<file path="src/lsi_ctl_pkg.sv">
// --------------------------------------------------
// LSI-11 command package
// Processor-side command and response types, opcode
// and system-control code sets, queue credit count
// --------------------------------------------------
package lsi_ctl_pkg;

   localparam int CMD_CREDITS = 2;                        // queue depth = credits
   localparam int CMD_PTR_W   = $clog2(CMD_CREDITS);
   localparam int CMD_CNT_W   = $clog2(CMD_CREDITS + 1);
   localparam logic [CMD_PTR_W-1:0] CMD_PTR_LAST = CMD_PTR_W'(CMD_CREDITS - 1);

   typedef enum logic [2:0] {
      OP_READ   = 3'd0,                                   // word read
      OP_WRITE  = 3'd1,                                   // word write
      OP_WRBYTE = 3'd2,                                   // byte write, lane from adr[0]
      OP_IAK    = 3'd3,                                   // interrupt vector fetch
      OP_SYS    = 3'd4                                    // system control
   } cmd_op_e;

   // extra-bit strobe codes of the microcode word
   typedef enum logic [3:0] {
      CLR_INIT = 4'b1001,                                 // deassert INIT
      CLR_BERR = 4'b1010,                                 // clear bus error
      SET_INIT = 4'b1100,                                 // assert INIT
      SET_FDIN = 4'b1101,                                 // set fast input
      CLR_ACLO = 4'b1110,                                 // clear aclo request
      CLR_EVNT = 4'b1111                                  // clear evnt request
   } sys_code_e;

   typedef struct packed {
      logic [15:0] adr;
      logic [15:0] dat;
   } bus_view_t;

   typedef struct packed {
      sys_code_e   code;
      logic [27:0] pad;                                   // unused
   } sys_view_t;

   // payload decoded by opcode
   typedef union packed {
      bus_view_t bus;
      sys_view_t sys;
   } cmd_payload_u;

   typedef struct packed {
      cmd_op_e      op;
      cmd_payload_u payload;
   } cmd_t;

   typedef struct packed {
      logic [15:0] dat;                                   // read/write/vector data
      logic        berr;                                  // bus timeout
   } rsp_t;

endpackage

</file>
<file path="src/lsi_bus_pkg.sv">
// --------------------------------------------------
// LSI-11 bus package
// Wishbone request and reply types for the master
// bus and the interrupt-vector bus, byte selects and
// the bus-timeout length
// --------------------------------------------------
package lsi_bus_pkg;

   localparam int QTIM_W = 6;                             // bus timer width
   localparam logic [QTIM_W-1:0] QTIM_MAX = 6'd63;        // timeout count

   localparam logic [1:0] SEL_WORD = 2'b11;               // full word
   localparam logic [1:0] SEL_LO   = 2'b01;               // even byte
   localparam logic [1:0] SEL_HI   = 2'b10;               // odd byte

   // master bus request, all registered in the bus master
   typedef struct packed {
      logic [15:0] adr;                                   // byte address
      logic [15:0] dat;                                   // write data
      logic [1:0]  sel;                                   // byte lanes
      logic        cyc;                                   // cycle in progress
      logic        stb;                                   // strobe
      logic        we;                                    // write enable
   } wb_req_t;

   typedef struct packed {
      logic [15:0] dat;                                   // read data
      logic        ack;                                   // slave ack
   } wb_rsp_t;

   typedef struct packed {
      logic [15:0] dat;                                   // interrupt vector
      logic        ack;                                   // vector ack
   } vec_rsp_t;

endpackage
</file>
<file path="src/lsi_bus_top.sv">
// --------------------------------------------------
// LSI-11 bus interface top
// Command queue, Wishbone bus master and system
// control joined behind the command port
// --------------------------------------------------
`timescale 1ns/1ps

module lsi_bus_top
(
   input  logic                   vm_clk_p,           // system clock
   input  logic                   m_sr,               // async reset
   input  logic                   cmd_valid_i,
   input  lsi_ctl_pkg::cmd_t      cmd_i,
   output logic                   credit_o,
   output logic                   rsp_valid_o,
   output lsi_ctl_pkg::rsp_t      rsp_o,
   input  logic                   wbm_gnt_i,
   output lsi_bus_pkg::wb_req_t   wbm_req_o,
   input  lsi_bus_pkg::wb_rsp_t   wbm_rsp_i,
   output logic                   wbi_stb_o,
   input  lsi_bus_pkg::vec_rsp_t  wbi_rsp_i,
   input  logic                   vm_aclo_i,
   input  logic                   vm_evnt_i,
   input  logic                   vm_halt_i,
   input  logic                   vm_virq_i,
   input  logic [1:0]             vm_bsel_i,
   output logic                   init_o,
   output logic [3:1]             irq_o,
   output logic                   berr_o
);

   logic                   q_valid;                   // queue head valid
   lsi_ctl_pkg::cmd_t      q_cmd;
   logic                   q_pop;
   logic                   sys_stb;
   lsi_ctl_pkg::sys_code_e sys_code;
   logic                   cyc_end;
   logic                   bus_busy;                  // timer enable
   logic                   fdin_st;
   logic [3:0]             fdin_nib;
   logic                   tmo;

   lsi_cmd_queue u_queue
   (
      .vm_clk_p    (vm_clk_p),
      .m_sr        (m_sr),
      .cmd_valid_i (cmd_valid_i),
      .cmd_i       (cmd_i),
      .q_pop_i     (q_pop),
      .q_valid_o   (q_valid),
      .q_cmd_o     (q_cmd),
      .credit_o    (credit_o)
   );

   lsi_bus_master u_master
   (
      .vm_clk_p    (vm_clk_p),
      .m_sr        (m_sr),
      .q_valid_i   (q_valid),
      .q_cmd_i     (q_cmd),
      .wbm_rsp_i   (wbm_rsp_i),
      .wbi_rsp_i   (wbi_rsp_i),
      .wbm_gnt_i   (wbm_gnt_i),
      .fdin_st_i   (fdin_st),
      .fdin_nib_i  (fdin_nib),
      .tmo_i       (tmo),
      .q_pop_o     (q_pop),
      .wbm_req_o   (wbm_req_o),
      .wbi_stb_o   (wbi_stb_o),
      .sys_stb_o   (sys_stb),
      .sys_code_o  (sys_code),
      .cyc_end_o   (cyc_end),
      .bus_busy_o  (bus_busy),
      .rsp_valid_o (rsp_valid_o),
      .rsp_o       (rsp_o)
   );

   lsi_sys_ctl u_sys
   (
      .vm_clk_p    (vm_clk_p),
      .m_sr        (m_sr),
      .sys_stb_i   (sys_stb),
      .sys_code_i  (sys_code),
      .cyc_end_i   (cyc_end),
      .bus_busy_i  (bus_busy),
      .vm_aclo_i   (vm_aclo_i),
      .vm_evnt_i   (vm_evnt_i),
      .vm_halt_i   (vm_halt_i),
      .vm_virq_i   (vm_virq_i),
      .vm_bsel_i   (vm_bsel_i),
      .init_o      (init_o),
      .irq_o       (irq_o),
      .fdin_st_o   (fdin_st),
      .fdin_nib_o  (fdin_nib),
      .tmo_o       (tmo),
      .berr_o      (berr_o)
   );

endmodule

</file>
<file path="src/lsi_sys_ctl.sv">
// --------------------------------------------------
// LSI-11 system control
// Power-fail and timer edge detectors, INIT, fast
// input flag, bus timer with sticky bus error and
// processor interrupt requests
// --------------------------------------------------
`timescale 1ns/1ps

module lsi_sys_ctl
(
   input  logic                    vm_clk_p,          // system clock
   input  logic                    m_sr,              // async reset
   input  logic                    sys_stb_i,         // system code strobe
   input  lsi_ctl_pkg::sys_code_e  sys_code_i,        // system code
   input  logic                    cyc_end_i,         // master cycle done
   input  logic                    bus_busy_i,        // strobe active
   input  logic                    vm_aclo_i,         // power fail
   input  logic                    vm_evnt_i,         // timer event
   input  logic                    vm_halt_i,         // halt request
   input  logic                    vm_virq_i,         // vectored irq
   input  logic [1:0]              vm_bsel_i,         // boot mode
   output logic                    init_o,            // peripheral INIT
   output logic [3:1]              irq_o,             // interrupt requests
   output logic                    fdin_st_o,         // fast input flag
   output logic [3:0]              fdin_nib_o,        // status nibble
   output logic                    tmo_o,             // bus timeout pulse
   output logic                    berr_o             // sticky bus error
);

   logic clr_init, clr_berr, set_init, set_fdin, clr_aclo, clr_evnt;
   logic aclo_ed;                                     // aclo edge detector
   logic evnt_ed;                                     // evnt edge detector
   logic aclo_rq;
   logic evnt_rq;
   logic init_st;
   logic fdin_st;
   logic berr_st;
   logic [lsi_bus_pkg::QTIM_W-1:0] qtim;              // bus timer

   assign clr_init = sys_stb_i & (sys_code_i == lsi_ctl_pkg::CLR_INIT);
   assign clr_berr = sys_stb_i & (sys_code_i == lsi_ctl_pkg::CLR_BERR);
   assign set_init = sys_stb_i & (sys_code_i == lsi_ctl_pkg::SET_INIT);
   assign set_fdin = sys_stb_i & (sys_code_i == lsi_ctl_pkg::SET_FDIN);
   assign clr_aclo = sys_stb_i & (sys_code_i == lsi_ctl_pkg::CLR_ACLO);
   assign clr_evnt = sys_stb_i & (sys_code_i == lsi_ctl_pkg::CLR_EVNT);

   assign tmo_o      = bus_busy_i & (qtim == lsi_bus_pkg::QTIM_MAX);
   assign init_o     = init_st;
   assign berr_o     = berr_st;
   assign fdin_st_o  = fdin_st;
   assign fdin_nib_o = {vm_aclo_i | aclo_rq, berr_st, vm_bsel_i};
   assign irq_o      = {aclo_rq | vm_halt_i, evnt_rq, vm_virq_i};

   always_ff @(posedge vm_clk_p or posedge m_sr)
   begin
      if (m_sr)
      begin
         aclo_ed <= 1'b0;
         evnt_ed <= 1'b0;
         aclo_rq <= 1'b0;
         evnt_rq <= 1'b0;
         init_st <= 1'b1;                             // INIT held from reset
         fdin_st <= 1'b0;
         berr_st <= 1'b0;
      end
      else
      begin
         aclo_ed <= vm_aclo_i;
         evnt_ed <= vm_evnt_i;
         if (clr_aclo)
            aclo_rq <= 1'b0;
         else if (vm_aclo_i & ~aclo_ed)
            aclo_rq <= 1'b1;
         if (clr_evnt)
            evnt_rq <= 1'b0;
         else if (vm_evnt_i & ~evnt_ed)
            evnt_rq <= 1'b1;
         if (set_init)
            init_st <= 1'b1;
         else if (clr_init)
            init_st <= 1'b0;
         if (cyc_end_i)
            fdin_st <= 1'b0;                          // one read only
         else if (set_fdin)
            fdin_st <= 1'b1;
         if (clr_berr)
            berr_st <= 1'b0;
         else if (tmo_o)
            berr_st <= 1'b1;
      end
   end

   // runs while a strobe is out and holds at the limit
   always_ff @(posedge vm_clk_p or posedge m_sr)
   begin
      if (m_sr)
         qtim <= '0;
      else if (~bus_busy_i)
         qtim <= '0;
      else if (qtim != lsi_bus_pkg::QTIM_MAX)
         qtim <= qtim + 1'b1;
   end

   // the master must drop its strobe right after a timeout
   a_tmo_busy: assert property (@(posedge vm_clk_p) disable iff (m_sr)
      tmo_o |=> ~bus_busy_i);

endmodule

</file>
<file path="src/lsi_bus_master.sv">
// --------------------------------------------------
// LSI-11 Wishbone bus master
// Runs one queued command at a time on the master
// bus, the vector bus or the system-control strobe,
// and returns one response word per command
// --------------------------------------------------
`timescale 1ns/1ps

module lsi_bus_master
(
   input  logic                    vm_clk_p,          // system clock
   input  logic                    m_sr,              // async reset
   input  logic                    q_valid_i,         // queue head valid
   input  lsi_ctl_pkg::cmd_t       q_cmd_i,           // queue head
   input  lsi_bus_pkg::wb_rsp_t    wbm_rsp_i,         // master bus reply
   input  lsi_bus_pkg::vec_rsp_t   wbi_rsp_i,         // vector bus reply
   input  logic                    wbm_gnt_i,         // master bus granted
   input  logic                    fdin_st_i,         // fast input pending
   input  logic [3:0]              fdin_nib_i,        // status nibble
   input  logic                    tmo_i,             // bus timeout
   output logic                    q_pop_o,           // take head entry
   output lsi_bus_pkg::wb_req_t    wbm_req_o,         // master bus request
   output logic                    wbi_stb_o,         // vector strobe
   output logic                    sys_stb_o,         // system code strobe
   output lsi_ctl_pkg::sys_code_e  sys_code_o,        // system code
   output logic                    cyc_end_o,         // master cycle done
   output logic                    bus_busy_o,        // timer enable
   output logic                    rsp_valid_o,       // response strobe
   output lsi_ctl_pkg::rsp_t       rsp_o              // response word
);

   typedef enum logic [2:0] {
      S_IDLE,                                         // wait for command
      S_BUS,                                          // master bus cycle
      S_VEC,                                          // vector fetch
      S_SYS,                                          // system strobe
      S_RSP                                           // response out
   } state_e;

   state_e                 state;
   lsi_bus_pkg::wb_req_t   req;
   lsi_ctl_pkg::rsp_t      rsp_q;
   lsi_ctl_pkg::sys_code_e code_q;
   lsi_ctl_pkg::cmd_op_e   op;
   logic                   is_bus;                    // needs master bus
   logic                   start;
   logic [1:0]             byte_sel;
   logic [15:0]            rd_dat;                    // read data after fdin merge

   assign op       = q_cmd_i.op;
   assign is_bus   = (op == lsi_ctl_pkg::OP_READ) | (op == lsi_ctl_pkg::OP_WRITE)
                   | (op == lsi_ctl_pkg::OP_WRBYTE);
   assign start    = (state == S_IDLE) & q_valid_i & (~is_bus | wbm_gnt_i);
   assign byte_sel = (op != lsi_ctl_pkg::OP_WRBYTE) ? lsi_bus_pkg::SEL_WORD
                   : q_cmd_i.payload.bus.adr[0] ? lsi_bus_pkg::SEL_HI : lsi_bus_pkg::SEL_LO;
   assign rd_dat   = fdin_st_i ? {wbm_rsp_i.dat[15:4], fdin_nib_i} : wbm_rsp_i.dat;

   assign q_pop_o     = start;
   assign wbm_req_o   = req;
   assign wbi_stb_o   = (state == S_VEC);
   assign sys_stb_o   = (state == S_SYS);
   assign sys_code_o  = code_q;
   assign cyc_end_o   = req.cyc & (wbm_rsp_i.ack | tmo_i);
   assign bus_busy_o  = req.stb | wbi_stb_o;
   assign rsp_valid_o = (state == S_RSP);
   assign rsp_o       = rsp_q;

   always_ff @(posedge vm_clk_p or posedge m_sr)
   begin
      if (m_sr)
         state <= S_IDLE;
      else
         case (state)
            S_IDLE:
               if (start)
               begin
                  if (is_bus)
                     state <= S_BUS;
                  else if (op == lsi_ctl_pkg::OP_IAK)
                     state <= S_VEC;
                  else if (op == lsi_ctl_pkg::OP_SYS)
                     state <= S_SYS;
                  else
                     state <= S_RSP;                  // unknown op gets an empty reply
               end
            S_BUS:   if (wbm_rsp_i.ack | tmo_i) state <= S_RSP;
            S_VEC:   if (wbi_rsp_i.ack | tmo_i) state <= S_RSP;
            S_SYS:   state <= S_RSP;
            default: state <= S_IDLE;
         endcase
   end

   // cyc and stb rise together and fall on ack or timeout
   always_ff @(posedge vm_clk_p or posedge m_sr)
   begin
      if (m_sr)
         req <= '0;
      else if (start & is_bus)
      begin
         req.adr <= q_cmd_i.payload.bus.adr;
         req.dat <= q_cmd_i.payload.bus.dat;
         req.sel <= byte_sel;
         req.we  <= (op != lsi_ctl_pkg::OP_READ);
         req.cyc <= 1'b1;
         req.stb <= 1'b1;
      end
      else if (req.stb & (wbm_rsp_i.ack | tmo_i))
      begin
         req.cyc <= 1'b0;
         req.stb <= 1'b0;
      end
   end

   always_ff @(posedge vm_clk_p)
   begin
      if (start)
         code_q <= q_cmd_i.payload.sys.code;
      case (state)
         S_IDLE:  rsp_q <= '0;                        // system reply stays zero
         S_BUS:
            if (wbm_rsp_i.ack)
               rsp_q <= {req.we ? req.dat : rd_dat, 1'b0};
            else if (tmo_i)
               rsp_q <= {16'h0000, 1'b1};
         S_VEC:
            if (wbi_rsp_i.ack)
               rsp_q <= {wbi_rsp_i.dat, 1'b0};
            else if (tmo_i)
               rsp_q <= {16'h0000, 1'b1};
         default: ;
      endcase
   end

   // cyc and stb open only in the bus state
   a_stb_cyc: assert property (@(posedge vm_clk_p) disable iff (m_sr)
      {wbm_req_o.cyc, wbm_req_o.stb} == {2{state == S_BUS}});

   // one reply pulse in the cycle after a master cycle ends
   a_rsp_single: assert property (@(posedge vm_clk_p) disable iff (m_sr)
      cyc_end_o |=> rsp_valid_o ##1 ~rsp_valid_o);

endmodule

</file>
<file path="src/lsi_cmd_queue.sv">
// --------------------------------------------------
// LSI-11 command queue
// Two-entry circular buffer between the command
// port and the bus master, one credit per pop
// --------------------------------------------------
`timescale 1ns/1ps

module lsi_cmd_queue
(
   input  logic               vm_clk_p,               // system clock
   input  logic               m_sr,                   // async reset
   input  logic               cmd_valid_i,            // push spending a credit
   input  lsi_ctl_pkg::cmd_t  cmd_i,                  // command word
   input  logic               q_pop_i,                // head taken by master
   output logic               q_valid_o,              // head valid
   output lsi_ctl_pkg::cmd_t  q_cmd_o,                // head entry
   output logic               credit_o                // credit returned
);

   lsi_ctl_pkg::cmd_t mem [lsi_ctl_pkg::CMD_CREDITS]; // entry storage
   logic [lsi_ctl_pkg::CMD_PTR_W-1:0] wr_ptr;
   logic [lsi_ctl_pkg::CMD_PTR_W-1:0] rd_ptr;
   logic [lsi_ctl_pkg::CMD_CNT_W-1:0] count;          // entries held

   assign q_valid_o = (count != '0);
   assign q_cmd_o   = mem[rd_ptr];
   assign credit_o  = q_pop_i & q_valid_o;            // one per handed entry

   always_ff @(posedge vm_clk_p)
   begin
      if (cmd_valid_i)
         mem[wr_ptr] <= cmd_i;
   end

   always_ff @(posedge vm_clk_p or posedge m_sr)
   begin
      if (m_sr)
      begin
         wr_ptr <= '0;
         rd_ptr <= '0;
         count  <= '0;
      end
      else
      begin
         if (cmd_valid_i)
            wr_ptr <= (wr_ptr == lsi_ctl_pkg::CMD_PTR_LAST) ? '0 : wr_ptr + 1'b1;
         if (credit_o)
            rd_ptr <= (rd_ptr == lsi_ctl_pkg::CMD_PTR_LAST) ? '0 : rd_ptr + 1'b1;
         if (cmd_valid_i & ~credit_o)
            count <= count + 1'b1;
         else if (~cmd_valid_i & credit_o)
            count <= count - 1'b1;
      end
   end

   // push into a full queue with no pop in the same cycle
   a_no_overflow: assert property (@(posedge vm_clk_p) disable iff (m_sr)
      cmd_valid_i |-> (count < lsi_ctl_pkg::CMD_CREDITS) || credit_o);

   // master popped nothing
   a_no_underflow: assert property (@(posedge vm_clk_p) disable iff (m_sr)
      q_pop_i |-> q_valid_o);

endmodule

</file>
<file path="config.mk">
export PLATFORM = sky130hd
export DESIGN_NAME = lsi_bus_top
export DESIGN_NICKNAME = d
export VERILOG_FILES = /design/src/lsi_ctl_pkg.sv /design/src/lsi_bus_pkg.sv /design/src/lsi_bus_top.sv /design/src/lsi_sys_ctl.sv /design/src/lsi_bus_master.sv /design/src/lsi_cmd_queue.sv
export SDC_FILE = /design/constraint.sdc
export NUM_CORES = 1
export LEC_CHECK = 0
export BUFFER_PORTS_ARGS = -buffer_cell sky130_fd_sc_hd__buf_4
export CAP_MARGIN = 20
export CORE_MARGIN = 2
export CORE_UTILIZATION = 40
export CTS_CLUSTER_SIZE = 40
export DETAILED_ROUTE_END_ITERATION = 12
export GPL_ROUTABILITY_DRIVEN = 0
export PLACE_DENSITY = 0.66
export SLEW_MARGIN = 20
export SYNTH_ARGS = -nofsm -noshare
export SYNTH_HDL_FRONTEND = slang
export SYNTH_SLANG_ARGS = --single-unit
</file>
<file path="constraint.sdc">
create_clock -name vm_clk_p -period 4.4 [get_ports vm_clk_p]
set_clock_uncertainty 0.1 [all_clocks]
set_input_delay 0 -clock vm_clk_p [delete_from_list [all_inputs] [get_ports vm_clk_p]]
set_output_delay 0 -clock vm_clk_p [all_outputs]
set_load 0.005 [all_outputs]
</file>
; After elaboration in Yosys (flattened, before gate mapping)
; Memory sizes are Yosys's and may differ from the RTL's.
; Index checks and enable logic that the tools add are counted.
[totals]
ram_bits = 70
register_bits = 78
mem_count = 1
word_cells = 126
in_bits = 79
out_inout_bits = 62
[classes]
add_sub_neg = 5
bitwise = 30
n_eq_ne = 21
reduce_logical = 13
n_mux = 35
[mem_list]
columns = name, words, word_bits, read_ports, rd_ports_with_merged_regs, wr, line_no
row1 = u_queue.mem, 2, 35, 1, 0, 1, lsi_cmd_queue.sv:20  ; lsi_ctl_pkg::cmd_t mem [lsi_ctl_pkg::CMD_CREDITS];
[ops]
columns = operator, count
row1 = two-way mux 17 bit, 3
row2 = case mux 17 bit (3 select lines), 1
row3 = "== test 4 bit, second input constant", 6
row4 = two-way mux 3 bit, 6
row5 = bitwise AND 1 bit, 17
row6 = two-way mux 16 bit, 1
row7 = nonzero test 2 bit, 8
row8 = two-way mux 1 bit, 14
row9 = "== test 3 x 2 -> 1 bit, second input constant", 4
row10 = two-way mux 2 bit, 6
row11 = two-way mux 6 bit, 2
row12 = case mux 3 bit (4 select lines), 1
row13 = OR 1 bit, 8
row14 = "adder 6 x 1 -> 6 bit, second input constant", 1
row15 = "== test 3 x 1 -> 1 bit, second input constant", 2
row16 = "== test 3 bit, second input constant", 2
row17 = "== test 6 bit, second input constant", 1
row18 = zero test 3 bit, 2
row19 = "inequality test 6 bit, second input constant", 1
row20 = nonzero test 3 bit, 2
row21 = inverter 1 bit, 5
row22 = two-way mux 4 bit, 1
row23 = "inequality test 2 x 1 -> 1 bit, second input constant", 2
row24 = "inequality test 2 bit, second input constant", 2
row25 = 5 further kinds, 6

; Logic depth before layout (Yosys ltp)
; Gate-level depths: netlist of run 1.
; An unclocked memory read counts as a cell.
[depth]
depth_word = 11
ltp_mapped = 8
ltp_nobuf = 7

; By module
; Synthesis of run 1 repeated with hierarchy kept, for this count alone.
[unflattened]
cells_unflattened = 394
area_unflattened_um2 = 6418.7
[by_module_without_submodules]
columns = mod, instances, area_each_um2, cells_per_inst, seq_area_each_um2
row1 = lsi_bus_master, 1, 2907.8, 207, 1606.5
row2 = lsi_cmd_queue, 1, 2869.0, 126, 2202.1
row3 = lsi_sys_ctl, 1, 641.9, 61, 326.6

; Worst setup path after synthesis of run 1
; No wires, ideal clock.
[synth_timing]
path_type = reg2reg
start = register u_queue.wr_ptr
end = memory u_queue.mem[0][0] (netlist name) (enable)
path_slack_ns = 1.895
required_time_ns = 3.869
stages_incl_launch_ff = 2
setup_ns = 0.431
t_arrival_ns = 1.973
path_buffers = 0
synth_period_minus_slack_ns = 2.505
path_cell_list = dfrtp_1 -> nor2b_1
[synth_rtl]
columns = element, line_no
row1 = "start, declared", lsi_cmd_queue.sv:21  ; logic [lsi_ctl_pkg::CMD_PTR_W-1:0] wr_ptr;
row2 = "start signal, assigned", lsi_cmd_queue.sv:46  ; wr_ptr <= (wr_ptr == lsi_ctl_pkg::CMD_PTR_LAST) ? '0 : wr_ptr + 1'b1;
row3 = "end, declared", lsi_cmd_queue.sv:20
; No word-level cell before the write port.

; Worst setup path in the final report of run 1
[layout_timing]
start = register u_master.state[2]
end = register u_master.rsp_q, in the netlist u_master.rsp_o[9], data pin
[layout_between]
elab_chain_cells = 6
elab_cells_between_ends = 9
classes_between = eq/ne (2) / mux (4) / bitwise (2) / reduce/logical (1)
[layout_lines]
columns = element, line_no
row1 = "start, declared", lsi_bus_master.sv:40  ; state_e state;
row2 = "start signal, assigned", lsi_bus_master.sv:71  ; state <= S_IDLE;
row3 = "start signal, assigned", lsi_bus_master.sv:78  ; state <= S_BUS;
row4 = "start signal, assigned", lsi_bus_master.sv:80  ; state <= S_VEC;
row5 = == test 3 x 2 -> 1 bit, lsi_bus_master.sv:118  ; case (state)
row6 = OR 1 bit, -
row7 = bitwise AND 1 bit, -
row8 = two-way mux 17 bit, -
row9 = two-way mux 17 bit (on tied branches), -
row10 = case mux 17 bit (3 select lines) *, lsi_bus_master.sv:118
row11 = "end signal, assigned", lsi_bus_master.sv:122  ; rsp_q <= {req.we ? req.dat : rd_dat, 1'b0};
row12 = "end signal, assigned", lsi_bus_master.sv:124  ; rsp_q <= {16'h0000, 1'b1};
row13 = "end signal, assigned", lsi_bus_master.sv:127  ; rsp_q <= {wbi_rsp_i.dat, 1'b0};
row14 = "end, declared", lsi_bus_master.sv:42  ; lsi_ctl_pkg::rsp_t rsp_q;
; Every way passes the cells marked *; elsewhere a longest branch is shown, timed or not.
; A chain may end at the register's enable or synchronous reset.

==> impl_metrics.xml, run 1 <==
<?xml version="1.0" encoding="UTF-8"?>
<metrics>
  <group name="worst_setup_path">
    <metric name="criticalPathCategory" unit="">reg2reg</metric>
    <metric name="crit_path_top_delay_cell" unit="">or4b_4</metric>
    <metric name="critical_path_buf_inv_count" unit="">1</metric>
    <metric name="timing.critical_path.required" unit="ns">4.58</metric>
    <metric name="worstPathCellList" unit="">or4b_4 &gt; a21boi_4 &gt; o22ai_4 &gt; a221o_2 &gt; dlygate4sd3_1</metric>
    <metric name="wp_data_arrival" unit="ns">2.98</metric>
    <metric name="setup.worst_path.start_class" unit="">flip-flop</metric>
    <metric name="critical_path_peak_fanout" unit="">17</metric>
    <metric name="worst-r2r-setup-slack" unit="ns">1.60</metric>
    <metric name="critPathTopFamily" unit="">compound AO/OA/AOI/OAI gates</metric>
    <metric name="reg2regPathDepth" unit="">5</metric>
    <metric name="critPathCaptureType" unit="">flip-flop</metric>
    <metric name="timing.critical_path.from" unit="">u_master.state[2]$_DFFE_PP0P_</metric>
    <metric name="critical-path-max-stage-delay" unit="ns">0.62</metric>
    <metric name="worstReg2RegStart" unit="">u_master.state[2]$_DFFE_PP0P_</metric>
    <metric name="timing.rr.end" unit="">u_master.rsp_o[9]$_DFFE_PP_</metric>
  </group>
  <group name="pwr">
    <metric name="total_power" unit="uW">5410</metric>
    <metric name="pwr_density_cell" unit="mW/mm2">627</metric>
    <metric name="power.static_leakage" unit="uW">0.00363</metric>
    <metric name="peakVddDrop" unit="V">0.000518</metric>
  </group>
  <group name="cts">
    <metric name="post-cts-setup-buffer-count" unit="">0</metric>
    <metric name="clock_tree.htree_level_count" unit="">4</metric>
    <metric name="clock_insertion_delay_worst_skew" unit="ns">0.42</metric>
    <metric name="cts_max_path_buffers" unit="">2</metric>
    <metric name="tritoncts_clock_tree" unit="">built</metric>
    <metric name="tritoncts.num_buffers" unit="">17</metric>
    <metric name="cts-root-buf" unit="">clkbuf_16</metric>
    <metric name="cts_hold_buf" unit="">71</metric>
    <metric name="cts_sinks" unit="">147</metric>
    <metric name="postCtsResizedCells" unit="">0</metric>
    <metric name="worst_setup_hold_path_clk_slew" unit="ns">0.06</metric>
  </group>
  <group name="grt">
    <metric name="antenna_violations_before_repair" unit="">0</metric>
    <metric name="first_global_vias" unit="">4063</metric>
    <metric name="global_route.usage.total" unit="">0.173</metric>
    <metric name="grt_first_pass_wirelength" unit="um">21300</metric>
    <metric name="grt_max_degree" unit="">57</metric>
    <metric name="grt_overflow" unit="">0</metric>
  </group>
  <group name="routing">
    <metric name="via_count" unit="">3928</metric>
    <metric name="routed_wirelength" unit="um">13600</metric>
    <metric name="detail_route.vias_per_cell" unit="">4.92</metric>
    <metric name="drt_first_pass_iters" unit="">4</metric>
    <metric name="detail_route.wl_per_cell" unit="um">17.1</metric>
    <metric name="drt.antenna.violating_nets" unit="">0</metric>
    <metric name="route.detailed.drc" unit="">0</metric>
    <metric name="drt_iter0_markers" unit="">172</metric>
  </group>
  <group name="die">
    <metric name="io_pins" unit="">141</metric>
    <metric name="die_h" unit="um">127</metric>
    <metric name="floorplan.die_area" unit="mm2">0.0163</metric>
    <metric name="floorplan.initialDensity" unit="">0.406</metric>
    <metric name="placeableCoreArea" unit="mm2">0.0150</metric>
    <metric name="dieWidth" unit="um">127</metric>
    <metric name="num_rows" unit="">45</metric>
  </group>
  <group name="placement">
    <metric name="place.detailed.hpwl" unit="um">8730</metric>
    <metric name="place.port_buffers" unit="">138</metric>
  </group>
  <group name="sta">
    <metric name="drv_slew" unit="">0</metric>
    <metric name="slew-limit-headroom" unit="">0.339</metric>
    <metric name="fmax" unit="MHz">357</metric>
    <metric name="final.min_clock_period" unit="ns">2.80</metric>
    <metric name="period_share" unit="">0.636</metric>
    <metric name="timing_hold_violations_final" unit="">0</metric>
    <metric name="transition_time_at_the_pin_with_the_least_slew_margin" unit="ns">0.991</metric>
    <metric name="rsz0062_at_grt" unit="">false</metric>
    <metric name="final.setup.tns" unit="ns">0</metric>
    <metric name="timing.final.setup_violations" unit="">0</metric>
  </group>
  <group name="cells_and_area">
    <metric name="fillCellCount" unit="">1191</metric>
    <metric name="flow.area_growth_from_synthesis" unit="%">41.5</metric>
    <metric name="final_nets" unit="">678</metric>
    <metric name="layout_cells_sized_above_1" unit="">0.446</metric>
    <metric name="total_inserted_antenna_cells" unit="">0</metric>
  </group>
  <group name="logic_synthesis">
    <metric name="synth-seq-cells" unit="">147</metric>
    <metric name="synth-edff-count" unit="">91</metric>
    <metric name="post_synth_num_cell_types" unit="">48</metric>
    <metric name="synth_async_sr_flop_share" unit="">0.381</metric>
    <metric name="post_synthesis_net_count" unit="">468</metric>
    <metric name="syn-mean-instance-area" unit="um2">15.8</metric>
    <metric name="postSynth.topFlopCell" unit="">edfxtp_1</metric>
    <metric name="syn-instance-count" unit="">387</metric>
    <metric name="syn-cell-area" unit="mm2">0.00610</metric>
    <metric name="ys.warnings.count" unit="">0</metric>
    <metric name="synth_seq_area_share" unit="">0.678</metric>
  </group>
  <group name="run">
    <metric name="cap_viol_max_count" unit="">0</metric>
  </group>
  <group name="min_path">
    <metric name="worstHoldEndpoint" unit="">u_master.rsp_o[3]$_DFFE_PP_</metric>
    <metric name="worstHoldStart" unit="">wbm_rsp_i[3]</metric>
    <metric name="holdCritPathClass" unit="">in2reg</metric>
    <metric name="hold-path-cell-count" unit="">5</metric>
  </group>
  <group name="outcome">
    <metric name="result_of_the_run" unit="">completed</metric>
  </group>
</metrics>
-- flip-flops by register name, summed over array words and instances, names as in the netlist --
register and cells:
u_master.sys_code_o 4, u_master.rsp_o 17, u_sys.qtim 6, u_master.wbm_req_o 36, u_master.state 3, u_queue.mem 70, u_sys.evnt_ed 1, u_queue.count 2
u_sys.fdin_st_o 1, u_queue.rd_ptr 1, u_sys.aclo_ed 1, u_sys.aclo_rq 1, u_sys.init_o 1, u_queue.wr_ptr 1, u_sys.berr_o 1, u_sys.evnt_rq 1
-- cells in the mapped netlist, drive strengths merged, types with 3 or more instances --
master | n | area share
nand2 | 7 | 0.0043
and3 | 3 | 0.0031
mux2i | 16 | 0.026
mux2 | 70 | 0.13
nor3 | 5 | 0.0041
a211oi | 3 | 0.0037
a21oi | 7 | 0.0057
dfrtp | 55 | 0.23
xnor2 | 3 | 0.0043
nand3 | 3 | 0.0025
inv | 13 | 0.0080
o22ai | 6 | 0.0084
nor2 | 29 | 0.018
edfxtp | 91 | 0.45
buf | 17 | 0.021
clkbuf | 4 | 0.0025
xor2 | 3 | 0.0043
a31oi | 4 | 0.0041
a221o | 16 | 0.030
o21ai | 6 | 0.0049
-- per-stage QoR --
stage	setup WS, ns	cells	area, um2	hold slack (ns)	util
6_report	1.60	798	8630	0.0352	0.574
5_1_grt	1.47	798	8630	0.0559	0.574
4_1_cts	1.31	797	8600	0.0192	0.572
3_5_place_dp	1.82	694	7260	-0.0999	0.483
3_3_place_gp	1.86	694	7260	-0.0999	0.483
2_1_floorplan	1.90	387	6100	-0.0686	-
-- logic make-up after synthesis --
kind of cell,count (synthesis),share of synthesized area
muxes,86,0.157
and+or+nand+nor,60,0.0496
xor gates and xnor gates,6,0.00862
AOI/OAI and AO/OA,52,0.0716
adders and majority gates,2,0.00410
buffers and inverters,34,0.0314
DFF,147,0.678
-- cells in the final DEF, fill, tap and decap left out, types with 5 or more instances in the layout --
cell type,n
buf_4,140
edfxtp_1,91
dlygate4sd3_1,71
mux2_2,68
dfrtp_1,54
nor2_1,28
clkbuf_16,17
mux2i_1,16
a221o_2,16
inv_1,12
nand2_1,7
a21oi_1,6
o21ai_0,5
o22ai_1,5
nor3_1,5
-- tightest hold or removal path: stages --
cell	delay, ns
buf_4	0.07
mux2_2	0.13
mux2i_1	0.06
nor2_1	0.08
a221o_2	0.11
-- worst max-delay path by stage --
stage | end | slack [ns] | cells after the start
after floorplan | u_queue.mem[0][0]$_DFFE_PP_ | 1.90 | 1
after global placement | u_master.wbm_req_o[30]$_DFFE_PP0P_ | 1.86 | 5
after detailed placement | u_master.wbm_req_o[30]$_DFFE_PP0P_ | 1.82 | 5
after CTS | u_master.rsp_o[11]$_DFFE_PP_ | 1.31 | 5
after global routing | u_master.rsp_o[9]$_DFFE_PP_ | 1.47 | 5
final | u_master.rsp_o[9]$_DFFE_PP_ | 1.60 | 5
-- per-layer routing --
layer / wire [um] / part of all wire / track usage
met5: 0 / 0 / 0
met4: 144 / 0.011 / 0.0491
met3: 744 / 0.055 / 0.0536
met2: 6600 / 0.48 / 0.277
met1: 6140 / 0.45 / 0.231
-- power breakdown --
part	switching, uW	internal, uW	total [uW]
sequential	409	1960	2370
clock	565	958	1520
combinational	587	936	1520
-- layout make-up --
class                   instances  area [um2]  share of cell area
well taps                     188         235              0.0273
repair buffers                212        1790               0.207
multi-input cells             206        1790               0.207
clock buffers                  18         429              0.0497
clock inverters                14         201              0.0233
flip-flops and latches        147        4140               0.479
inverters                      13        48.8             0.00566
Power figures use the tool's default switching activity.
==> run 2, diff against run 1 <==
--- a/config.mk
+++ b/config.mk
@@ -5,6 +5,7 @@
 export SDC_FILE = /design/constraint.sdc
 export NUM_CORES = 1
 export LEC_CHECK = 0
+export ABC_AREA = 1
 export BUFFER_PORTS_ARGS = -buffer_cell sky130_fd_sc_hd__buf_4
 export CAP_MARGIN = 20
 export CORE_MARGIN = 2
@@ -12,7 +13,7 @@
 export CTS_CLUSTER_SIZE = 40
 export DETAILED_ROUTE_END_ITERATION = 12
 export GPL_ROUTABILITY_DRIVEN = 0
-export PLACE_DENSITY = 0.66
+export PLACE_DENSITY = 0.69
 export SLEW_MARGIN = 20
 export SYNTH_ARGS = -nofsm -noshare
 export SYNTH_HDL_FRONTEND = slang
==> constraint.sdc (replaced) <==
create_clock -name vm_clk_p -period 2.35 [get_ports vm_clk_p]
set_clock_uncertainty 0.1 [all_clocks]
set_input_delay 0 -clock vm_clk_p [delete_from_list [all_inputs] [get_ports vm_clk_p]]
set_output_delay 0 -clock vm_clk_p [all_outputs]
set_load 0.005 [all_outputs]
==> run 2 against run 1 <==
Net effect: clock-buffer cell count increased by 6; critical path depth increased by 1; via count up 17%; largest cell class unchanged.
==> impl_metrics.xml, run 2 <==
<?xml version="1.0" encoding="UTF-8"?>
<metrics>
  <group name="logic_synthesis">
    <metric name="syn-mean-instance-area" unit="um2">11.4</metric>
    <metric name="top_post_synthesis_cells_by_area" unit="">edfxtp_1 45%, dfrtp_1 23%, nand2_1 8.7%</metric>
    <metric name="ys.warnings.count" unit="">0</metric>
    <metric name="postSynth.topFlopCell" unit="">edfxtp_1</metric>
    <metric name="synth-seq-cells" unit="">147</metric>
    <metric name="synth-edff-count" unit="">91</metric>
    <metric name="synth_seq_area_share" unit="">0.676</metric>
    <metric name="syn-instance-count" unit="">537</metric>
    <metric name="post-synth-top-count-cell" unit="">nand2_1</metric>
    <metric name="yosysTopAreaCell" unit="">edfxtp_1</metric>
    <metric name="post_synthesis_net_count" unit="">618</metric>
    <metric name="synth_async_sr_flop_share" unit="">0.381</metric>
    <metric name="synth_top_cell_area_share" unit="">0.447</metric>
    <metric name="post_synth_num_cell_types" unit="">36</metric>
    <metric name="syn-cell-area" unit="mm2">0.00612</metric>
    <metric name="synthTopCellsByCount" unit="">141 x nand2_1, 91 x edfxtp_1, 55 x dfrtp_1</metric>
  </group>
  <group name="cts">
    <metric name="tritoncts_clock_tree" unit="">built</metric>
    <metric name="post-cts-setup-buffer-count" unit="">0</metric>
    <metric name="clock_insertion_delay_worst_skew" unit="ns">0.41</metric>
    <metric name="cts-root-buf" unit="">clkbuf_16</metric>
    <metric name="tritoncts.num_buffers" unit="">17</metric>
    <metric name="cts_sinks" unit="">147</metric>
    <metric name="worst_setup_hold_path_clk_slew" unit="ns">0.06</metric>
    <metric name="clock_tree.htree_level_count" unit="">4</metric>
    <metric name="cts_max_path_buffers" unit="">2</metric>
  </group>
  <group name="routing">
    <metric name="via_count" unit="">4591</metric>
    <metric name="drt.antenna.violating_nets" unit="">0</metric>
    <metric name="detail_route.vias_per_cell" unit="">4.78</metric>
    <metric name="routed_wirelength" unit="um">14300</metric>
    <metric name="detail_route.wl_per_cell" unit="um">14.9</metric>
    <metric name="drt_iter0_markers" unit="">452</metric>
    <metric name="route.detailed.drc" unit="">0</metric>
    <metric name="drt_first_pass_iters" unit="">4</metric>
  </group>
  <group name="sta">
    <metric name="hold_ws" unit="ns">0.0212</metric>
    <metric name="timing_hold_violations_final" unit="">0</metric>
    <metric name="timing.final.setup_violations" unit="">0</metric>
    <metric name="fmax" unit="MHz">462</metric>
    <metric name="period_share" unit="">0.922</metric>
    <metric name="slew-limit-headroom" unit="">0.575</metric>
    <metric name="transition_time_at_the_pin_with_the_least_slew_margin" unit="ns">0.636</metric>
    <metric name="drv_slew" unit="">0</metric>
    <metric name="final.min_clock_period" unit="ns">2.17</metric>
    <metric name="final.setup.tns" unit="ns">0</metric>
    <metric name="rsz0062_at_grt" unit="">false</metric>
  </group>
  <group name="worst_setup_path">
    <metric name="critical_path_peak_fanout" unit="">16</metric>
    <metric name="criticalPathCategory" unit="">reg2reg</metric>
    <metric name="critPathCaptureType" unit="">flip-flop</metric>
    <metric name="timing.rr.end" unit="">u_master.rsp_o[16]$_DFFE_PP_</metric>
    <metric name="endpoint" unit="">u_master.rsp_o[16]$_DFFE_PP_</metric>
    <metric name="worst-r2r-setup-slack" unit="ns">0.18</metric>
    <metric name="wp_data_arrival" unit="ns">2.24</metric>
    <metric name="timing.critical_path.required" unit="ns">2.42</metric>
    <metric name="worstReg2RegStart" unit="">u_master.wbm_req_o[0]$_DFFE_PP0P_</metric>
    <metric name="timing.critical_path.from" unit="">u_master.wbm_req_o[0]$_DFFE_PP0P_</metric>
    <metric name="reg2regPathDepth" unit="">6</metric>
    <metric name="setup.worst_path.start_class" unit="">flip-flop</metric>
  </group>
  <group name="cells_and_area">
    <metric name="fin_util" unit="">0.577</metric>
    <metric name="final_nets" unit="">840</metric>
    <metric name="largest_register" unit="">u_queue.mem</metric>
    <metric name="total_inserted_antenna_cells" unit="">0</metric>
    <metric name="flow.area_growth_from_synthesis" unit="%">42.4</metric>
    <metric name="largest_register_ff_count" unit="">70</metric>
    <metric name="layout_common_cells" unit="">144 x buf_4, 140 x nand2_1, 91 x edfxtp_1</metric>
    <metric name="stdcell_count" unit="">960</metric>
    <metric name="most_common_library_cell_in_the_layout_ignoring_fill_and_taps" unit="">buf_4</metric>
    <metric name="ff_latch_area" unit="mm2">0.00414</metric>
    <metric name="layout_cells_sized_above_1" unit="">0.263</metric>
    <metric name="multi_input_area" unit="mm2">0.00167</metric>
    <metric name="fillCellCount" unit="">1249</metric>
  </group>
  <group name="grt">
    <metric name="global_route.usage.total" unit="">0.180</metric>
    <metric name="first_global_vias" unit="">4619</metric>
    <metric name="antenna_violations_before_repair" unit="">0</metric>
    <metric name="grt_max_degree" unit="">62</metric>
    <metric name="grt_overflow" unit="">0</metric>
    <metric name="grt_first_pass_wirelength" unit="um">22700</metric>
  </group>
  <group name="pwr">
    <metric name="peakVddDrop" unit="V">0.000531</metric>
    <metric name="power.static_leakage" unit="uW">0.00394</metric>
    <metric name="pwr_density_cell" unit="mW/mm2">1130</metric>
    <metric name="total_power" unit="uW">9820</metric>
  </group>
  <group name="die">
    <metric name="die_h" unit="um">128</metric>
    <metric name="placeableCoreArea" unit="mm2">0.0151</metric>
    <metric name="io_pins" unit="">141</metric>
    <metric name="floorplan.initialDensity" unit="">0.405</metric>
    <metric name="floorplan.die_area" unit="mm2">0.0163</metric>
    <metric name="num_rows" unit="">45</metric>
    <metric name="dieWidth" unit="um">128</metric>
  </group>
  <group name="placement">
    <metric name="place.detailed.hpwl" unit="um">9640</metric>
    <metric name="post-place-cells" unit="">851</metric>
    <metric name="place.port_buffers" unit="">138</metric>
  </group>
  <group name="run">
    <metric name="cap_viol_max_count" unit="">0</metric>
  </group>
  <group name="outcome">
    <metric name="result_of_the_run" unit="">completed</metric>
  </group>
  <group name="min_path">
    <metric name="holdCritPathClass" unit="">in2reg</metric>
  </group>
</metrics>
==> run 2: layout make-up <==
type,instances,area share
clock buffer,24,0.0590
clock inverter,8,0.00804
inverter,45,0.0198
multi-input combinational,324,0.192
sequential,147,0.475
tap,188,0.0270
timing repair buffer,223,0.218
timing repair inverter,1,0.000575
==> run 2: how the worst min path moves through the flow <==
stage                                        to  cells after the start  slack [ns]         start
CTS                 u_master.rsp_o[6]$_DFFE_PP_                      5      0.0006  wbm_rsp_i[6]
global route        u_master.rsp_o[6]$_DFFE_PP_                      5        0.06  wbm_rsp_i[6]
global placement                       irq_o[1]                      0        -0.1     vm_virq_i
floorplan               u_sys.aclo_ed$_DFF_PP0_                      0       -0.07     vm_aclo_i
detailed placement                     irq_o[1]                      0        -0.1     vm_virq_i
finish              u_master.rsp_o[6]$_DFFE_PP_                      5        0.02  wbm_rsp_i[6]
==> run 2: stage by stage <==
| step | cell area, um2 | worst slack, ns |
|---|---|---|
| CTS | 8690 | 0.0354 |
| finish | 8710 | 0.183 |
| global route | 8710 | 0.0395 |
| floorplan | 6120 | 0.507 |
| detailed placement | 7350 | 0.292 |
| global placement | 7350 | 0.414 |
==> run 2: power by group <==
group / leakage, uW / internal [uW] / total, uW / switching [uW]
Clock: 0.000284 / 1630 / 2610 / 982
Sequential: 0.00158 / 3640 / 4150 / 515
Combinational: 0.00207 / 1420 / 3060 / 1640
==> run 2: cells by family after synthesis <==
group,Yosys count,share of synthesized area
mux,27,0.0442
xor+xnor,4,0.00573
simple gates,220,0.149
compound gates,71,0.0681
buf+inv,66,0.0532
fa+ha+maj,2,0.00409
flops,147,0.676
==> run 2: timing repair <==
action                                  4_1_cts  5_1_grt
hold endpoints to repair                    128        0
resized for setup                             0        4
endpoints found under the setup margin        0       10
hold buffers                                 76        0
==> run 2: worst max-delay path, stage by stage, from the launching register on <==
cell and delay, ns:
dfrtp_2 0.56, clkinvlp_4 0.28, nor2_1 0.19, nor3_1 0.07, a21oi_1 0.11, dlygate4sd3_1 0.55, nand2_1 0.04
==> run 2: layer usage <==
| layer | track usage | vias up | wire length [um] |
|---|---|---|---|
| met1 | 0.226 | 2125 | 6200 |
| met2 | 0.297 | 158 | 7010 |
| met4 | 0.0698 | 0 | 290 |
| li1 | - | 2280 | - |
| met5 | 0 | - | 0 |
| met3 | 0.0484 | 28 | 781 |
==> run 3, diff against run 2 <==
--- a/config.mk
+++ b/config.mk
@@ -8,7 +8,6 @@
 export ABC_AREA = 1
 export BUFFER_PORTS_ARGS = -buffer_cell sky130_fd_sc_hd__buf_4
 export CAP_MARGIN = 20
-export CORE_MARGIN = 2
 export CORE_UTILIZATION = 40
 export CTS_CLUSTER_SIZE = 40
 export DETAILED_ROUTE_END_ITERATION = 12
==> run 3 against run 2 <==
Net effect: highest routed layer unchanged; critical path type unchanged; register-to-register slack improved by 0.04 ns; maximum frequency rose by 1.8%; global-route usage is 1.4 points higher; the flow now finishes with violations (design-rule violations).
==> impl_metrics.xml, run 3 (synthesis results as in run 2) <==
<?xml version="1.0" encoding="UTF-8"?>
<metrics>
  <group name="grt">
    <metric name="global_route.usage.total" unit="">0.194</metric>
    <metric name="grt_first_pass_wirelength" unit="um">23600</metric>
    <metric name="grt_overflow" unit="">0</metric>
    <metric name="grt_max_degree" unit="">62</metric>
    <metric name="first_global_vias" unit="">4801</metric>
    <metric name="antenna_violations_before_repair" unit="">1</metric>
  </group>
  <group name="routing">
    <metric name="drt_iter0_markers" unit="">255</metric>
    <metric name="route.detailed.drc" unit="">10</metric>
    <metric name="detail_route.wl_per_cell" unit="um">15.3</metric>
    <metric name="routed_wirelength" unit="um">14600</metric>
    <metric name="drt.antenna.violating_nets" unit="">0</metric>
    <metric name="via_count" unit="">4668</metric>
    <metric name="detail_route.vias_per_cell" unit="">4.90</metric>
    <metric name="drt_first_pass_iters" unit="">11</metric>
  </group>
  <group name="cells_and_area">
    <metric name="final_nets" unit="">836</metric>
    <metric name="largest_register_ff_count" unit="">70</metric>
    <metric name="ff_latch_area" unit="mm2">0.00414</metric>
    <metric name="flow.area_growth_from_synthesis" unit="%">42.4</metric>
    <metric name="final_cell_area_excluding_filler_cells" unit="mm2">0.00871</metric>
    <metric name="fillCellCount" unit="">1153</metric>
    <metric name="multi_input_area" unit="mm2">0.00168</metric>
    <metric name="layout_common_cells" unit="">143 x buf_4, 140 x nand2_1, 91 x edfxtp_1</metric>
    <metric name="most_common_library_cell_in_the_layout_ignoring_fill_and_taps" unit="">buf_4</metric>
    <metric name="layout_cells_sized_above_1" unit="">0.270</metric>
    <metric name="largest_register" unit="">u_queue.mem</metric>
  </group>
  <group name="worst_setup_path">
    <metric name="critical_path_peak_fanout" unit="">16</metric>
    <metric name="criticalPathCategory" unit="">reg2reg</metric>
    <metric name="wp_data_arrival" unit="ns">2.20</metric>
    <metric name="setup.worst_path.start_class" unit="">flip-flop</metric>
    <metric name="timing.critical_path.required" unit="ns">2.42</metric>
    <metric name="critPathCaptureType" unit="">flip-flop</metric>
  </group>
  <group name="die">
    <metric name="die_h" unit="um">126</metric>
    <metric name="io_pins" unit="">141</metric>
    <metric name="floorplan.die_area" unit="mm2">0.0158</metric>
    <metric name="floorplan.initialDensity" unit="">0.416</metric>
    <metric name="placeableCoreArea" unit="mm2">0.0147</metric>
    <metric name="num_rows" unit="">44</metric>
    <metric name="dieWidth" unit="um">126</metric>
  </group>
  <group name="run">
    <metric name="cap_viol_max_count" unit="">0</metric>
  </group>
  <group name="sta">
    <metric name="timing.final.setup_violations" unit="">0</metric>
    <metric name="drv_slew" unit="">0</metric>
    <metric name="fmax" unit="MHz">470</metric>
    <metric name="final.setup.tns" unit="ns">0</metric>
    <metric name="transition_time_at_the_pin_with_the_least_slew_margin" unit="ns">0.604</metric>
    <metric name="final.min_clock_period" unit="ns">2.13</metric>
    <metric name="period_share" unit="">0.906</metric>
    <metric name="rsz0062_at_grt" unit="">false</metric>
    <metric name="slew-limit-headroom" unit="">0.596</metric>
    <metric name="timing_hold_violations_final" unit="">0</metric>
  </group>
  <group name="pwr">
    <metric name="peakVddDrop" unit="V">0.000626</metric>
    <metric name="total_power" unit="uW">9980</metric>
    <metric name="power.static_leakage" unit="uW">0.00393</metric>
    <metric name="pwr_density_cell" unit="mW/mm2">1150</metric>
  </group>
  <group name="cts">
    <metric name="cts_max_path_buffers" unit="">2</metric>
    <metric name="cts_sinks" unit="">147</metric>
    <metric name="clock_insertion_delay_worst_skew" unit="ns">0.41</metric>
    <metric name="clock_tree.htree_level_count" unit="">4</metric>
    <metric name="tritoncts.num_buffers" unit="">17</metric>
    <metric name="worst_setup_hold_path_clk_slew" unit="ns">0.06</metric>
    <metric name="tritoncts_clock_tree" unit="">built</metric>
    <metric name="cts-root-buf" unit="">clkbuf_16</metric>
  </group>
  <group name="placement">
    <metric name="placedInstanceArea" unit="mm2">0.00736</metric>
    <metric name="place.port_buffers" unit="">138</metric>
    <metric name="place.detailed.hpwl" unit="um">9630</metric>
  </group>
  <group name="outcome">
    <metric name="violations" unit="">design-rule violations</metric>
    <metric name="result_of_the_run" unit="">complete, but fails checks</metric>
  </group>
  <group name="min_path">
    <metric name="holdCritPathClass" unit="">in2reg</metric>
  </group>
</metrics>
==> run 3: layout make-up <==
cell class | count | share of cell area
Antenna cell | 1 | 0.000287
Clock buffer | 17 | 0.0488
Clock inverter | 15 | 0.0211
Inverter | 45 | 0.0198
Multi-Input combinational cell | 324 | 0.193
Sequential cell | 147 | 0.475
Tap cell | 184 | 0.0264
Timing Repair Buffer | 219 | 0.215
Timing Repair inverter | 1 | 0.000575
==> run 3: through the flow <==
| stage | hold slack [ns] | setup slack [ns] | util | std cells |
|---|---|---|---|---|
| after floorplan | -0.0686 | 0.507 | - | 537 |
| after global placement | -0.0999 | 0.404 | 0.500 | 847 |
| after global routing | 0.0414 | 0.0666 | 0.593 | 953 |
| final | 0.00565 | 0.221 | 0.593 | 953 |
| after CTS | 0.00133 | 0.0446 | 0.591 | 951 |
| after detailed placement | -0.0999 | 0.312 | 0.500 | 847 |
==> run 3: power by group <==
group | internal [uW] | switching, uW
Combinational | 1420 | 1650
Sequential | 3640 | 524
Clock | 1680 | 1070
Total | 6730 | 3240
==> run 3: worst paths after layout <==
path                                                    startpoint                                 end  slack, ns  cells past startpoint
worst min-delay path                                  wbm_rsp_i[7]         u_master.rsp_o[7]$_DFFE_PP_      0.006                      5
worst max register to register   u_master.wbm_req_o[0]$_DFFE_PP0P_        u_master.rsp_o[15]$_DFFE_PP_       0.22                      6
max in group asynchronous                                     m_sr   u_master.wbm_req_o[0]$_DFFE_PP0P_       1.42                      4
worst min register to register  u_master.wbm_req_o[22]$_DFFE_PP0P_  u_master.wbm_req_o[22]$_DFFE_PP0P_       0.39                      2
min in group asynchronous                                     m_sr             u_sys.evnt_ed$_DFF_PP0_       0.12                      3
worst max-delay path             u_master.wbm_req_o[0]$_DFFE_PP0P_        u_master.rsp_o[15]$_DFFE_PP_       0.22                      6
==> run 3: critical path, stage by stage, from the launching register on <==
cell	delay, ns
dfrtp_2	0.55
clkinvlp_4	0.29
nor2_1	0.14
nor3_1	0.06
a21oi_1	0.12
dlygate4sd3_1	0.57
nand2_1	0.05
==> run 3: layer usage <==
metal  share of wire  up-vias  GRT usage
met1            0.43     2235      0.230
met5               0        -          0
met3           0.048       35     0.0510
met2            0.50      144      0.331
li1                -     2254          -
met4           0.025        0     0.0868
==> run 3: repair_timing <==
item / in CTS / in global routing
resized for setup: 0 / 5
hold buffers: 72 / 0
setup endpoints to repair: 0 / 5
hold endpoints to repair: 124 / 0
setup buffers: 0 / 0
